<file path="config.mk">
export PLATFORM = sky130hd
export DESIGN_NAME = sdio_rx_top
export DESIGN_NICKNAME = d
export VERILOG_FILES = /design/src/verilog/sdio_pkg.sv /design/src/verilog/sdio_rx_if.sv /design/src/verilog/sdio_rx_top.sv /design/src/verilog/sdio_crc_check.sv /design/src/verilog/sdio_rx_deser.sv /design/src/verilog/sdio_rx_fsm.sv
export VERILOG_INCLUDE_DIRS = /design/src /design/src/include
export SDC_FILE = /design/constraint.sdc
export NUM_CORES = 1
export LEC_CHECK = 0
export BUFFER_PORTS_ARGS = -buffer_cell sky130_fd_sc_hd__buf_2
export CAP_MARGIN = 40
export CORE_ASPECT_RATIO = 1.25
export CORE_UTILIZATION = 38
export CTS_CLUSTER_DIAMETER = 100
export DETAILED_ROUTE_END_ITERATION = 10
export GPL_TIMING_DRIVEN = 0
export HOLD_SLACK_MARGIN = 0.02
export PLACE_DENSITY_LB_ADDON = 0.3
export SYNTH_ARGS = -nofsm -noshare
export SYNTH_HDL_FRONTEND = slang
export SYNTH_SLANG_ARGS = --single-unit
</file>
<file path="constraint.sdc">
create_clock -name sd_clk -period 3.1 [get_ports sd_clk]
set_clock_uncertainty 0.1 [all_clocks]
set_input_delay 0.31 -clock sd_clk [delete_from_list [all_inputs] [get_ports sd_clk]]
set_output_delay 0.31 -clock sd_clk [all_outputs]
set_load 0.01 [all_outputs]
</file>
<file path="src/include/sdio_macros.svh">
`ifndef SDIO_MACROS_SVH
`define SDIO_MACROS_SVH

// crc16 per data lane
`define SDIO_CRC_LEN    16

// one data byte
`define SDIO_BYTE_W     8

// block size and block count register fields
`define SDIO_BLK_W      16

// DAT3..DAT0
`define SDIO_LANES      4

`endif
</file>
<file path="src/verilog/sdio_pkg.sv">
`include "sdio_macros.svh"

package sdio_pkg;

    typedef logic [`SDIO_BYTE_W-1:0]  byte_t;
    typedef logic [`SDIO_BLK_W-1:0]   blk_field_t;   // block size / block count
    typedef logic [`SDIO_LANES-1:0]   lanes_t;       // one sample of DAT3..DAT0
    typedef logic [`SDIO_CRC_LEN-1:0] crc_t;

    // bit position inside a byte, also the nibble select in 4-bit mode
    typedef logic [$clog2(`SDIO_BYTE_W)-1:0]  bit_idx_t;
    typedef logic [$clog2(`SDIO_CRC_LEN)-1:0] crc_idx_t;

    // read path states
    typedef enum logic [2:0] {
        IDLE,
        RX_START_BIT,       // timeout counter runs here
        RX_DATA_BYTE,
        DMA_RX_BYTE_WR,     // card clock paused
        RX_CRC,
        RX_END_BIT,
        RX_BLK_GAP_STOP,
        RX_WAIT_DMA
    } rx_state_t;

endpackage

</file>
<file path="src/verilog/sdio_rx_if.sv">
`include "sdio_macros.svh"

interface sdio_rx_if import sdio_pkg::*; ();

    lanes_t   lanes;        // sampled DAT3..DAT0
    logic     width4;       // 1: 4-bit bus, 0: DAT0 only
    logic     data_en;      // one qualified data sample
    logic     crc_en;       // one qualified crc sample
    logic     blk_start;    // waiting for the start bit
    bit_idx_t bit_idx;
    crc_idx_t crc_idx;
    logic     crc_err;      // sticky until next block start

    modport fsm_mp (
        input  lanes, width4, crc_err,
        output data_en, crc_en, blk_start, bit_idx, crc_idx
    );

    modport deser_mp (
        input  lanes, width4, data_en, bit_idx
    );

    modport crc_mp (
        input  lanes, width4, data_en, crc_en, blk_start, crc_idx,
        output crc_err
    );

endinterface

</file>
<file path="src/verilog/sdio_rx_top.sv">
`include "sdio_macros.svh"

module sdio_rx_top import sdio_pkg::*; (
    input  logic       sd_clk,
    input  logic       rstn,
    input  logic       sd_rst_i,                // soft reset, synchronous
    // registers
    input  blk_field_t block_size_i,
    input  blk_field_t block_count_i,           // 0: infinite
    input  logic       dat_trans_width_i,       // 1: 4-bit, 0: 1-bit
    input  logic       blk_gap_stop_i,
    input  logic       blk_gap_clk_en_i,
    input  logic       blk_gap_read_wait_en_i,
    // control
    input  logic       rx_en_i,
    input  logic       dat_start_i,
    // dma buffer
    input  logic       dma_rx_buf_rdy_i,
    input  logic       dma_rx_buf_empty_i,
    output byte_t      dma_rx_buf_o,
    output logic       dma_rx_buf_wr_o,
    // pins
    input  lanes_t     dat_i,
    output logic       dat2_o,
    output logic       dat2_oe_o,
    // status
    output logic       dat_crc_err_event_o,
    output logic       dat_end_err_event_o,
    output logic       blk_gap_event_o,
    output logic       dat_busy_o,
    output logic       dat_done_o,
    output logic       sd_clk_pause_o,
    output logic       tmout_wait_rx_start_en_o
);

    sdio_rx_if bus ();

    assign bus.lanes  = dat_i;
    assign bus.width4 = dat_trans_width_i;

    sdio_rx_fsm u_fsm (
        .sd_clk                   (sd_clk),
        .rstn                     (rstn),
        .sd_rst_i                 (sd_rst_i),
        .block_size_i             (block_size_i),
        .block_count_i            (block_count_i),
        .blk_gap_stop_i           (blk_gap_stop_i),
        .blk_gap_clk_en_i         (blk_gap_clk_en_i),
        .blk_gap_read_wait_en_i   (blk_gap_read_wait_en_i),
        .rx_en_i                  (rx_en_i),
        .dat_start_i              (dat_start_i),
        .dma_rx_buf_rdy_i         (dma_rx_buf_rdy_i),
        .dma_rx_buf_empty_i       (dma_rx_buf_empty_i),
        .bus                      (bus),
        .dma_rx_buf_wr_o          (dma_rx_buf_wr_o),
        .dat2_o                   (dat2_o),
        .dat2_oe_o                (dat2_oe_o),
        .dat_crc_err_event_o      (dat_crc_err_event_o),
        .dat_end_err_event_o      (dat_end_err_event_o),
        .blk_gap_event_o          (blk_gap_event_o),
        .dat_busy_o               (dat_busy_o),
        .dat_done_o               (dat_done_o),
        .sd_clk_pause_o           (sd_clk_pause_o),
        .tmout_wait_rx_start_en_o (tmout_wait_rx_start_en_o)
    );

    // byte register feeding the dma buffer
    sdio_rx_deser u_deser (
        .sd_clk       (sd_clk),
        .bus          (bus),
        .dma_rx_buf_o (dma_rx_buf_o)
    );

    sdio_crc_check u_crc (
        .sd_clk   (sd_clk),
        .rstn     (rstn),
        .sd_rst_i (sd_rst_i),
        .bus      (bus)
    );

endmodule

</file>
<file path="src/verilog/sdio_crc_check.sv">
`include "sdio_macros.svh"

module sdio_crc_check import sdio_pkg::*; (
    input  logic      sd_clk,
    input  logic      rstn,
    input  logic      sd_rst_i,
    sdio_rx_if.crc_mp bus
);

    localparam crc_t CRC_POLY = crc_t'(16'h1021);  // x^16 + x^12 + x^5 + 1

    logic [`SDIO_LANES-1:0] lane_on;
    logic [`SDIO_LANES-1:0] lane_miss;
    logic                   any_miss;

    for (genvar i = 0; i < `SDIO_LANES; i++) begin : g_lane
        crc_t crc_q;
        logic fb;
        logic crc_bit;

        assign lane_on[i] = (i == 0) || bus.width4;  // DAT1..3 only on a 4-bit bus

        assign fb = bus.lanes[i] ^ crc_q[`SDIO_CRC_LEN-1];

        // serial crc16, zero seed at every block
        always_ff @(posedge sd_clk) begin
            if (bus.blk_start) begin
                crc_q <= '0;
            end else if (bus.data_en && lane_on[i]) begin
                crc_q <= {crc_q[`SDIO_CRC_LEN-2:0], 1'b0} ^ (fb ? CRC_POLY : '0);
            end
        end

        // crc goes out msb first
        assign crc_bit = crc_q[crc_idx_t'(`SDIO_CRC_LEN - 1) - bus.crc_idx];

        assign lane_miss[i] = lane_on[i] && (bus.lanes[i] != crc_bit);
    end

    assign any_miss = |lane_miss;

    always_ff @(posedge sd_clk or negedge rstn) begin
        if (!rstn) begin
            bus.crc_err <= 1'b0;
        end else if (sd_rst_i || bus.blk_start) begin
            bus.crc_err <= 1'b0;
        end else if (bus.crc_en && any_miss) begin
            bus.crc_err <= 1'b1;  // held until the end bit is checked
        end
    end

endmodule

</file>
<file path="src/verilog/sdio_rx_deser.sv">
`include "sdio_macros.svh"

module sdio_rx_deser import sdio_pkg::*; (
    input  logic         sd_clk,
    sdio_rx_if.deser_mp  bus,
    output byte_t        dma_rx_buf_o
);

    bit_idx_t bit_pos;
    logic     high_nibble;

    // msb arrives first on DAT0
    assign bit_pos = bit_idx_t'(`SDIO_BYTE_W - 1) - bus.bit_idx;

    // 4-bit mode, sample 0 carries bits 7..4
    assign high_nibble = (bus.bit_idx[0] == 1'b0);

    always_ff @(posedge sd_clk) begin
        if (bus.data_en) begin
            if (!bus.width4) begin
                dma_rx_buf_o[bit_pos] <= bus.lanes[0];
            end else if (high_nibble) begin
                dma_rx_buf_o[`SDIO_BYTE_W-1 -: `SDIO_LANES] <= bus.lanes;
            end else begin
                dma_rx_buf_o[`SDIO_LANES-1:0] <= bus.lanes;
            end
        end
    end

endmodule

</file>
<file path="src/verilog/sdio_rx_fsm.sv">
`include "sdio_macros.svh"

module sdio_rx_fsm import sdio_pkg::*; (
    input  logic       sd_clk,
    input  logic       rstn,
    input  logic       sd_rst_i,
    input  blk_field_t block_size_i,            // bytes per block
    input  blk_field_t block_count_i,           // 0: infinite
    input  logic       blk_gap_stop_i,
    input  logic       blk_gap_clk_en_i,        // 0: pause card clock in gap stop
    input  logic       blk_gap_read_wait_en_i,
    input  logic       rx_en_i,                 // card clock sample qualifier
    input  logic       dat_start_i,
    input  logic       dma_rx_buf_rdy_i,
    input  logic       dma_rx_buf_empty_i,
    sdio_rx_if.fsm_mp  bus,
    output logic       dma_rx_buf_wr_o,
    output logic       dat2_o,
    output logic       dat2_oe_o,
    output logic       dat_crc_err_event_o,
    output logic       dat_end_err_event_o,
    output logic       blk_gap_event_o,
    output logic       dat_busy_o,
    output logic       dat_done_o,
    output logic       sd_clk_pause_o,
    output logic       tmout_wait_rx_start_en_o
);

    rx_state_t  state_q;
    rx_state_t  state_d;
    bit_idx_t   bit_cnt;
    blk_field_t byte_cnt;
    crc_idx_t   crc_cnt;
    blk_field_t blk_cnt;
    bit_idx_t   bit_max;
    logic       last_bit;
    logic       last_byte;
    logic       last_crc;
    logic       last_blk;
    logic       start_bit;
    logic       end_bit_ok;
    logic       read_wait;

    // 2 samples per byte on 4 lanes, 8 on DAT0
    assign bit_max   = bus.width4 ? bit_idx_t'(1) : bit_idx_t'(`SDIO_BYTE_W - 1);
    assign last_bit  = (bit_cnt == bit_max);
    assign last_byte = (byte_cnt == block_size_i);  // byte_cnt already counts this byte
    assign last_crc  = (crc_cnt == crc_idx_t'(`SDIO_CRC_LEN - 1));
    assign last_blk  = (block_count_i != '0) && (blk_cnt == block_count_i);

    // start bit low and end bit high on every active lane
    assign start_bit  = bus.width4 ? (bus.lanes == '0) : ~bus.lanes[0];
    assign end_bit_ok = bus.width4 ? (bus.lanes == '1) : bus.lanes[0];

    // hold DAT2 low so the card stops sending during the gap
    assign read_wait = (state_q == RX_BLK_GAP_STOP) && !last_blk &&
                       blk_gap_stop_i && blk_gap_read_wait_en_i;

    always_ff @(posedge sd_clk or negedge rstn) begin
        if (!rstn) begin
            state_q <= IDLE;
        end else if (sd_rst_i) begin
            state_q <= IDLE;
        end else begin
            state_q <= state_d;
        end
    end

    always_comb begin
        state_d = state_q;
        case (state_q)
            IDLE: begin
                if (dat_start_i) begin
                    state_d = RX_START_BIT;
                end
            end
            RX_START_BIT: begin
                if (rx_en_i && start_bit) begin
                    state_d = RX_DATA_BYTE;
                end
            end
            RX_DATA_BYTE: begin
                if (rx_en_i && last_bit) begin
                    state_d = DMA_RX_BYTE_WR;
                end
            end
            DMA_RX_BYTE_WR: begin
                // no rx_en here, the card clock is stopped
                if (dma_rx_buf_rdy_i) begin
                    state_d = last_byte ? RX_CRC : RX_DATA_BYTE;
                end
            end
            RX_CRC: begin
                if (rx_en_i && last_crc) begin
                    state_d = RX_END_BIT;
                end
            end
            RX_END_BIT: begin
                if (rx_en_i) begin
                    state_d = RX_BLK_GAP_STOP;
                end
            end
            RX_BLK_GAP_STOP: begin
                if (last_blk) begin
                    state_d = RX_WAIT_DMA;
                end else if (!blk_gap_stop_i) begin
                    state_d = RX_START_BIT;  // next block
                end
            end
            RX_WAIT_DMA: begin
                if (dma_rx_buf_empty_i) begin
                    state_d = IDLE;
                end
            end
            default: state_d = IDLE;
        endcase
    end

    always_ff @(posedge sd_clk or negedge rstn) begin
        if (!rstn) begin
            bit_cnt  <= '0;
            byte_cnt <= '0;
            crc_cnt  <= '0;
            blk_cnt  <= '0;
        end else if (sd_rst_i || state_q == IDLE) begin
            bit_cnt  <= '0;
            byte_cnt <= '0;
            crc_cnt  <= '0;
            blk_cnt  <= '0;
        end else begin
            case (state_q)
                RX_START_BIT: begin
                    if (rx_en_i && start_bit) begin  // fresh counts per block
                        bit_cnt  <= '0;
                        byte_cnt <= '0;
                        crc_cnt  <= '0;
                    end
                end
                RX_DATA_BYTE: begin
                    if (rx_en_i) begin
                        if (last_bit) begin
                            bit_cnt  <= '0;
                            byte_cnt <= byte_cnt + 1'b1;
                        end else begin
                            bit_cnt <= bit_cnt + 1'b1;
                        end
                    end
                end
                RX_CRC: begin
                    if (rx_en_i) begin
                        crc_cnt <= crc_cnt + 1'b1;  // wraps to 0 after the last bit
                    end
                end
                RX_END_BIT: begin
                    if (rx_en_i) begin
                        blk_cnt <= blk_cnt + 1'b1;
                    end
                end
                default: ;
            endcase
        end
    end

    always_ff @(posedge sd_clk or negedge rstn) begin
        if (!rstn) begin
            dma_rx_buf_wr_o <= 1'b0;
            dat2_o          <= 1'b1;
            dat2_oe_o       <= 1'b0;
        end else if (sd_rst_i) begin
            dma_rx_buf_wr_o <= 1'b0;
            dat2_o          <= 1'b1;
            dat2_oe_o       <= 1'b0;
        end else begin
            dma_rx_buf_wr_o <= (state_q == DMA_RX_BYTE_WR) && dma_rx_buf_rdy_i;
            dat2_o          <= ~read_wait;
            dat2_oe_o       <= read_wait;
        end
    end

    assign bus.data_en   = (state_q == RX_DATA_BYTE) && rx_en_i;
    assign bus.crc_en    = (state_q == RX_CRC) && rx_en_i;
    assign bus.blk_start = (state_q == RX_START_BIT);
    assign bus.bit_idx   = bit_cnt;
    assign bus.crc_idx   = crc_cnt;

    // end bit sample events
    assign dat_crc_err_event_o = (state_q == RX_END_BIT) && rx_en_i && bus.crc_err;
    assign dat_end_err_event_o = (state_q == RX_END_BIT) && rx_en_i && !end_bit_ok;
    assign blk_gap_event_o     = (state_q == RX_END_BIT) && rx_en_i;

    assign dat_busy_o = (state_q != IDLE);
    assign dat_done_o = (state_q == RX_WAIT_DMA) && dma_rx_buf_empty_i;

    assign sd_clk_pause_o = (state_q == DMA_RX_BYTE_WR) ||
                            ((state_q == RX_BLK_GAP_STOP) && !blk_gap_clk_en_i);

    assign tmout_wait_rx_start_en_o = (state_q == RX_START_BIT);

endmodule

</file>
After elaboration in Yosys (flattened, before gate mapping)
Index checks and enable logic that the tools add are counted.
{ "classes": {"addsub": 6, "order_cmp": 3, "eq_ne": 30, "n_mux": 55, "bitwise": 10, "n_reduce_logical": 44} }
{ "ops": {"columns": ["operator", "count"], "rows": [
  ["$mux 16", 7],
  ["$xor 16x16->16", 4],
  ["$mux 13", 4],
  ["$mux 3", 16],
  ["$add 16x1->16 const B", 2],
  ["$eq 16x16->1", 2],
  ["$pmux 16 s2", 1],
  ["$pmux 3 s8", 1],
  ["$logic_and 1x1->1", 21],
  ["$mux 4", 5],
  ["$ne 3x3->1 const B", 6],
  ["$bmux 1 s4", 4],
  ["$reduce_bool 16->1", 1],
  ["$eq 3x3->1 const B", 4],
  ["$mux 1", 12],
  ["$ne 3x2->1 const B", 4],
  ["$reduce_bool 3->1", 3],
  ["$bwmux 8", 1],
  ["$eq 4x4->1 const B", 2],
  ["$mux 8", 1],
  ["$pmux 4 s2", 1],
  ["$reduce_and 8->1", 1],
  ["$eq 3x2->1 const B", 2],
  ["$pmux 3 s2", 1],
  ["other kinds (26)", 42]
]} }
{ "totals": {"ff_bits": 118, "out_inout_bits": 18} }

Logic depth before layout (Yosys ltp)
{ "logic_depth": {"depth_word": 9, "mapped_depth": 9, "mapped_depth_nobuf": 7} }

Modules after synthesis
A second synthesis with hierarchy kept.
{ "unflattened": {"cells_unflattened": 695, "area_unflattened_um2": 6397.4} }
{ "modules_own_cells": {"columns": ["module", "n_inst", "cells_per_inst", "area_per_inst_um2"], "rows": [
  ["sdio_crc_check", 1, 324, 2977.9],
  ["sdio_rx_fsm", 1, 321, 2922.8],
  ["sdio_rx_deser", 1, 50, 496.7]
]} }

Least setup slack after synthesis
Ideal clock, no wire load.
{ "synth_timing": {"path_kind": "register to register", "start": "register u_fsm.crc_cnt[1], in the netlist u_fsm.bus.crc_idx[1]", "end": "register u_crc.bus.crc_err", "setup_ps": 121, "arrival_ps": 1833, "setup_slack_ps": 1046, "path_stages_with_launch": 9, "path_buffers": 2, "period_less_slack_ps": 2054, "path_cell_list": "dfrtp_1 -> buf_6 -> buf_6 -> mux4_2 -> a22oi_2 -> a21oi_1 -> or3_1 -> nor2_1 -> a21oi_1"} }
{ "synth_between": {"elab_chain_cells": 8, "elab_cells_between_ends": 19, "classes_between": "1 x add/sub; 4 x eq/ne; 8 x mux; 6 x reduce/logical"} }
{ "synth_rtl": {"columns": ["item", "line", "text"], "rows": [
  ["start: declaration", "sdio_rx_fsm.sv:33", "crc_idx_t crc_cnt;"],
  ["start signal: assignment", "sdio_rx_fsm.sv:151", "crc_cnt <= crc_cnt + 1'b1;"],
  ["$sub 4x4->4 (*)", "sdio_crc_check.sv:35", "assign crc_bit = crc_q[crc_idx_t'(`SDIO_CRC_LEN - 1) - bus.crc_idx];"],
  ["$bmux 1 s4", "sdio_crc_check.sv:35", null],
  ["$mux 1", "sdio_crc_check.sv:35", null],
  ["$ne 1x1->1", "sdio_crc_check.sv:37", "assign lane_miss[i] = lane_on[i] && (bus.lanes[i] != crc_bit);"],
  ["$logic_and 1x1->1", "sdio_crc_check.sv:37", null],
  ["$reduce_or 4->1 (*)", "sdio_crc_check.sv:40", "assign any_miss = |lane_miss;"],
  ["$logic_and 1x1->1 (*)", "sdio_crc_check.sv:47", "end else if (bus.crc_en && any_miss) begin"],
  ["$reduce_bool 2->1 (no source line) (*)", null, null],
  ["end signal: assignment", "sdio_crc_check.sv:44", "bus.crc_err <= 1'b0;"],
  ["end signal: assignment", "sdio_crc_check.sv:46", "bus.crc_err <= 1'b0;"],
  ["end signal: assignment", "sdio_crc_check.sv:48", "bus.crc_err <= 1'b1;"],
  ["end: declaration", "sdio_rx_if.sv:25", "output crc_err"]
]} }
Mark *: on every way between the ends. The rest lies on a longest branch, timed or not. The select of a mux whose other input is x is not followed.
A chain may end at the register's enable or synchronous reset.

Worst setup path after layout
{ "layout_timing": {"start": "register u_fsm.state_q[1]", "end": "output port tmout_wait_rx_start_en_o"} }
{ "layout_between": {"elab_chain_cells": 1} }
{ "layout_rtl": {"columns": ["item", "line", "text"], "rows": [
  ["start: declaration", "sdio_rx_fsm.sv:29", "rx_state_t state_q;"],
  ["start signal: assignment", "sdio_rx_fsm.sv:65", "state_q <= state_d;"],
  ["$eq 3x1->1", "sdio_rx_fsm.sv:197", "assign tmout_wait_rx_start_en_o = (state_q == RX_START_BIT);"],
  ["end: declaration", "sdio_rx_top.sv:33", "output logic tmout_wait_rx_start_en_o"]
]} }
No other way between the ends.

==> insert_results.sql <==
INSERT INTO impl_metrics (metric_group, metric, value, unit) VALUES
('place', 'hpwl', '11450', 'um'),
('timing', 'worst_slew_pin_slew', '0.6058', 'ns'),
('synthesis', 'yosys.area.top_type_share', '0.2009', ''),
('timing', 'hold_violations', '0', ''),
('floorplan', 'floorplan.initialDensity', '0.3904', ''),
('hold_path', 'min-delay-path-class', 'in -> reg', ''),
('routing', 'drtIter0Drc', '375', ''),
('finish', 'layout.nets', '877', ''),
('finish', 'fraction_of_layout_instances_using_a_drive_strength_above_1', '0.1692', ''),
('cts', 'numCtsBuffers', '17', ''),
('hold_path', 'min-delay-start', 'dma_rx_buf_rdy_i', ''),
('synthesis', 'postSynthAreaPerCell', '8.582', 'um^2'),
('synthesis', 'synth_top_cell_by_area', 'sky130_fd_sc_hd__dfxtp_1', ''),
('synthesis', 'number_of_storage_elements_in_the_synthesis_netlist', '118', ''),
('flow_run', 'maxCapViolCount', '0', ''),
('critical_path', 'crit_path_start', 'u_fsm.state_q[1]', ''),
('grt', 'initial_antenna_violation_count', '0', ''),
('grt', 'grt_overflow', '0', ''),
('cts', 'numClockSinks', '118', ''),
('floorplan', 'die_width', '117.9', 'um'),
('power_and_ir_drop', 'p_clk_frac', '0.440', ''),
('timing', 'maxSlewHeadroom', '0.5952', ''),
('power_and_ir_drop', 'irDropWorstVdd', '0.4169', 'mV'),
('timing', 'period_needed', '2.476', 'ns'),
('power_and_ir_drop', 'switching_power', '0.001411', 'W'),
('routing', 'avgRoutedWirePerCell', '14.99', 'um'),
('critical_path', 'critical_path_peak_fanout', '10', ''),
('power_and_ir_drop', 'pwr_density_cell', '614.6', 'nW/um^2'),
('critical_path', 'crit_path_capture_type', 'output port', ''),
('power_and_ir_drop', 'swShare', '0.3012', ''),
('timing', 'fin_setup_tns', '0', 'ns'),
('floorplan', 'core-area', '16330', 'um^2'),
('synthesis', 'ys_types', '61', ''),
('cts', 'ctsLongestPathBuffers', '2', ''),
('power_and_ir_drop', 'leakage', '2.905', 'nW'),
('finish', 'syn2layout_area_growth', '19.54', '%'),
('timing', 'final.period_utilization', '0.7986', ''),
('critical_path', 'worst-setup-path-type', 'reg -> out', ''),
('routing', 'ant_nets', '0', ''),
('power_and_ir_drop', 'cellInternalPower', '0.003274', 'W'),
('routing', 'avgViaCountPerCell', '5.192', ''),
('critical_path', 'critical_path.n_buffers_inverters', '3', ''),
('routing', 'detail_route.first_pass.iterations', '5', ''),
('routing', 'remaining_routing_drc_violations', '0', ''),
('synthesis', 'syn-cell-area', '6376', 'um^2'),
('timing', 'setup_violations', '0', ''),
('routing', 'finalWirelength', '15810', 'um'),
('run_status', 'outcome', 'completed', ''),
('floorplan', 'placement_rows', '52', ''),
('critical_path', 'worstPathCellList', 'buf_6, nor3b_1, clkbuf_1, buf_2', ''),
('synthesis', 'synth.net_count', '794', ''),
('routing', 'vias', '5478', ''),
('place', 'place.port_buffers', '60', ''),
('grt', 'grt_pass1_vias', '5418', ''),
('finish', 'filler_cell_count', '1599', ''),
('critical_path', 'rr_startpoint', 'u_fsm.state_q[1]', ''),
('synthesis', 'post_synth_main_area_contributors', 'sky130_fd_sc_hd__dfxtp_1 20%, sky130_fd_sc_hd__dfrtp_1 18%, sky130_fd_sc_hd__nand2_1 10%, sky130_fd_sc_hd__a21oi_1 6.0%, sky130_fd_sc_hd__xnor2_1 5.2%', ''),
('cts', 'cts_resized', '0', ''),
('synthesis', 'synth_edf_count', '8', ''),
('critical_path', 'setup.worst_path.start_class', 'flip-flop', ''),
('grt', 'grt_first_pass_wirelength', '26600', 'um'),
('critical_path', 'worstPathArrival', '2.07', 'ns'),
('grt', 'grt_use_total', '0.1935', ''),
('critical_path', 'max_stage_delay', '0.51', 'ns'),
('critical_path', 'cpLargestDelayFamily', 'buffers and inverters', ''),
('floorplan', 'dieHeight', '146.8', 'um'),
('timing', 'setup_repair_after_global_routing_missed_its_margin', 'no', ''),
('timing', 'final-max-slew-violation-count', '0', ''),
('synthesis', 'seq_total_area_yosys', '0.4193', ''),
('cts', 'holdBufCountCts', '2', ''),
('synthesis', 'ys_dominant_reg_cell', 'sky130_fd_sc_hd__dfxtp_1', '');
kinds of logic (layout without fill, tap and decap cells):
group	count (synthesis)	after routing	synth area share
compound gates	141	141	0.1329
xor+xnor	65	65	0.08929
mux	30	30	0.07104
flops	118	118	0.4193
fa+ha+maj	4	4	0.007850
simple gates	328	328	0.2380
buf+inv	57	153	0.04160
path summary, 6_finish.rpt:
path / end / slack (ns) / depth (start not counted)
setup / recovery: tmout_wait_rx_start_en_o / 0.62 / 4
hold / removal: u_fsm.dma_rx_buf_wr_o / 0.07 / 2
setup reg to reg: u_fsm.state_q[0] / 0.68 / 7
hold reg to reg: u_crc.g_lane[1].crc_q[11] / 0.36 / 2
max in group asynchronous: u_fsm.dat2_o / 2.01 / 3
min in group asynchronous: u_fsm.byte_cnt[7] / 0.30 / 2
registers in the layout, summed over array words and instances (netlist names):
register and count:
u_fsm.byte_cnt 16, u_deser.dma_rx_buf_o 8, u_fsm.bus.bit_idx 3, u_crc.g_lane.crc_q 64
u_fsm.dat2_o 1, u_fsm.dma_rx_buf_wr_o 1, u_fsm.dat2_oe_o 1, u_fsm.state_q 3
u_fsm.bus.crc_idx 4, u_crc.bus.crc_err 1, u_fsm.blk_cnt 16
placed cells by master (no fill, tap or decap), types with 4 or more instances in the layout:
cell                        count
sky130_fd_sc_hd__nand2_1      174
sky130_fd_sc_hd__a21oi_1       76
sky130_fd_sc_hd__buf_2         75
sky130_fd_sc_hd__dfxtp_1       64
sky130_fd_sc_hd__nor2_1        51
sky130_fd_sc_hd__dfrtp_1       45
sky130_fd_sc_hd__xnor2_1       38
sky130_fd_sc_hd__clkbuf_1      31
sky130_fd_sc_hd__xor2_1        27
sky130_fd_sc_hd__o21ai_0       24
sky130_fd_sc_hd__clkbuf_16     20
sky130_fd_sc_hd__nand3_1       18
sky130_fd_sc_hd__mux2i_1       16
sky130_fd_sc_hd__nor4_1        13
sky130_fd_sc_hd__mux4_2        12
sky130_fd_sc_hd__nand4_1       10
sky130_fd_sc_hd__nor3_1        10
sky130_fd_sc_hd__edfxtp_1       8
sky130_fd_sc_hd__o21ai_1        7
sky130_fd_sc_hd__nor2b_1        7
sky130_fd_sc_hd__and3_1         7
sky130_fd_sc_hd__or3_1          6
sky130_fd_sc_hd__inv_1          6
sky130_fd_sc_hd__a22o_1         6
sky130_fd_sc_hd__nor3b_1        6
sky130_fd_sc_hd__a211oi_1       5
sky130_fd_sc_hd__and2_1         4
sky130_fd_sc_hd__nand2b_1       4
sky130_fd_sc_hd__buf_6          4
sky130_fd_sc_hd__ha_1           4
Yosys cell counts, types with 12 or more instances:
library cell and number:
sky130_fd_sc_hd__xnor2_1 38, sky130_fd_sc_hd__dfxtp_1 64, sky130_fd_sc_hd__mux2i_1 16, sky130_fd_sc_hd__nor4_1 13, sky130_fd_sc_hd__mux4_2 12, sky130_fd_sc_hd__xor2_1 27
sky130_fd_sc_hd__nand2_1 174, sky130_fd_sc_hd__clkbuf_1 29, sky130_fd_sc_hd__a21oi_1 76, sky130_fd_sc_hd__nand3_1 18, sky130_fd_sc_hd__nor2_1 51, sky130_fd_sc_hd__buf_2 14
sky130_fd_sc_hd__dfrtp_1 45, sky130_fd_sc_hd__o21ai_0 24
worst reg2reg max path: cells and delay by family (launching register included):
kind	cells	cell delay (ns)
simple gates	4	1.15
flops	1	0.37
buf+inv	1	0.14
mux	1	0.38
compound gates	1	0.16
power groups by stage:
stage                     clock, W  sequential, W  combinational (W)
after floorplan                  0        0.00173           0.000605
after global placement           0        0.00175           0.000889
after detailed placement         0        0.00175           0.000897
after CTS                  0.00209        0.00172           0.000908
after global routing       0.00217        0.00173           0.000998
final                      0.00206        0.00172           0.000903
layout make-up:
type	instances	area [um^2]	share of cell area
buffer	50	239.0	0.03135
clock buffer	23	521.8	0.06845
clock inverter	9	108.9	0.01428
inverter	7	26.28	0.003447
multi-input combinational	568	3437	0.4509
sequential	118	2674	0.3508
tap	216	270.3	0.03546
timing repair buffer	64	345.3	0.04531
metal layers:
| metal | vias to the layer above | track usage | share of wire |
|---|---|---|---|
| met5 | - | 0 | 0 |
| met4 | 0 | 0.08013 | 0.020 |
| met3 | 23 | 0.04231 | 0.036 |
| met2 | 106 | 0.3376 | 0.50 |
| met1 | 2611 | 0.2290 | 0.44 |
| li1 | 2738 | - | - |
metrics by stage:
| stage | util | hold WS, ns | setup slack, ns | cells | cell area (um^2) |
|---|---|---|---|---|---|
| finish | 0.4667 | 0.06966 | 0.6245 | 1055 | 7622 |
| floorplan | - | -0.08559 | 1.046 | 743 | 6376 |
| detailed placement | 0.4269 | 0.2186 | 0.6633 | 1021 | 6972 |
| global route | 0.4667 | 0.06919 | 0.4795 | 1055 | 7622 |
| CTS | 0.4667 | 0.05509 | 0.5636 | 1055 | 7622 |
| global placement | 0.4254 | 0.3559 | 0.6804 | 1019 | 6947 |
(Power assumes the default switching activity.)
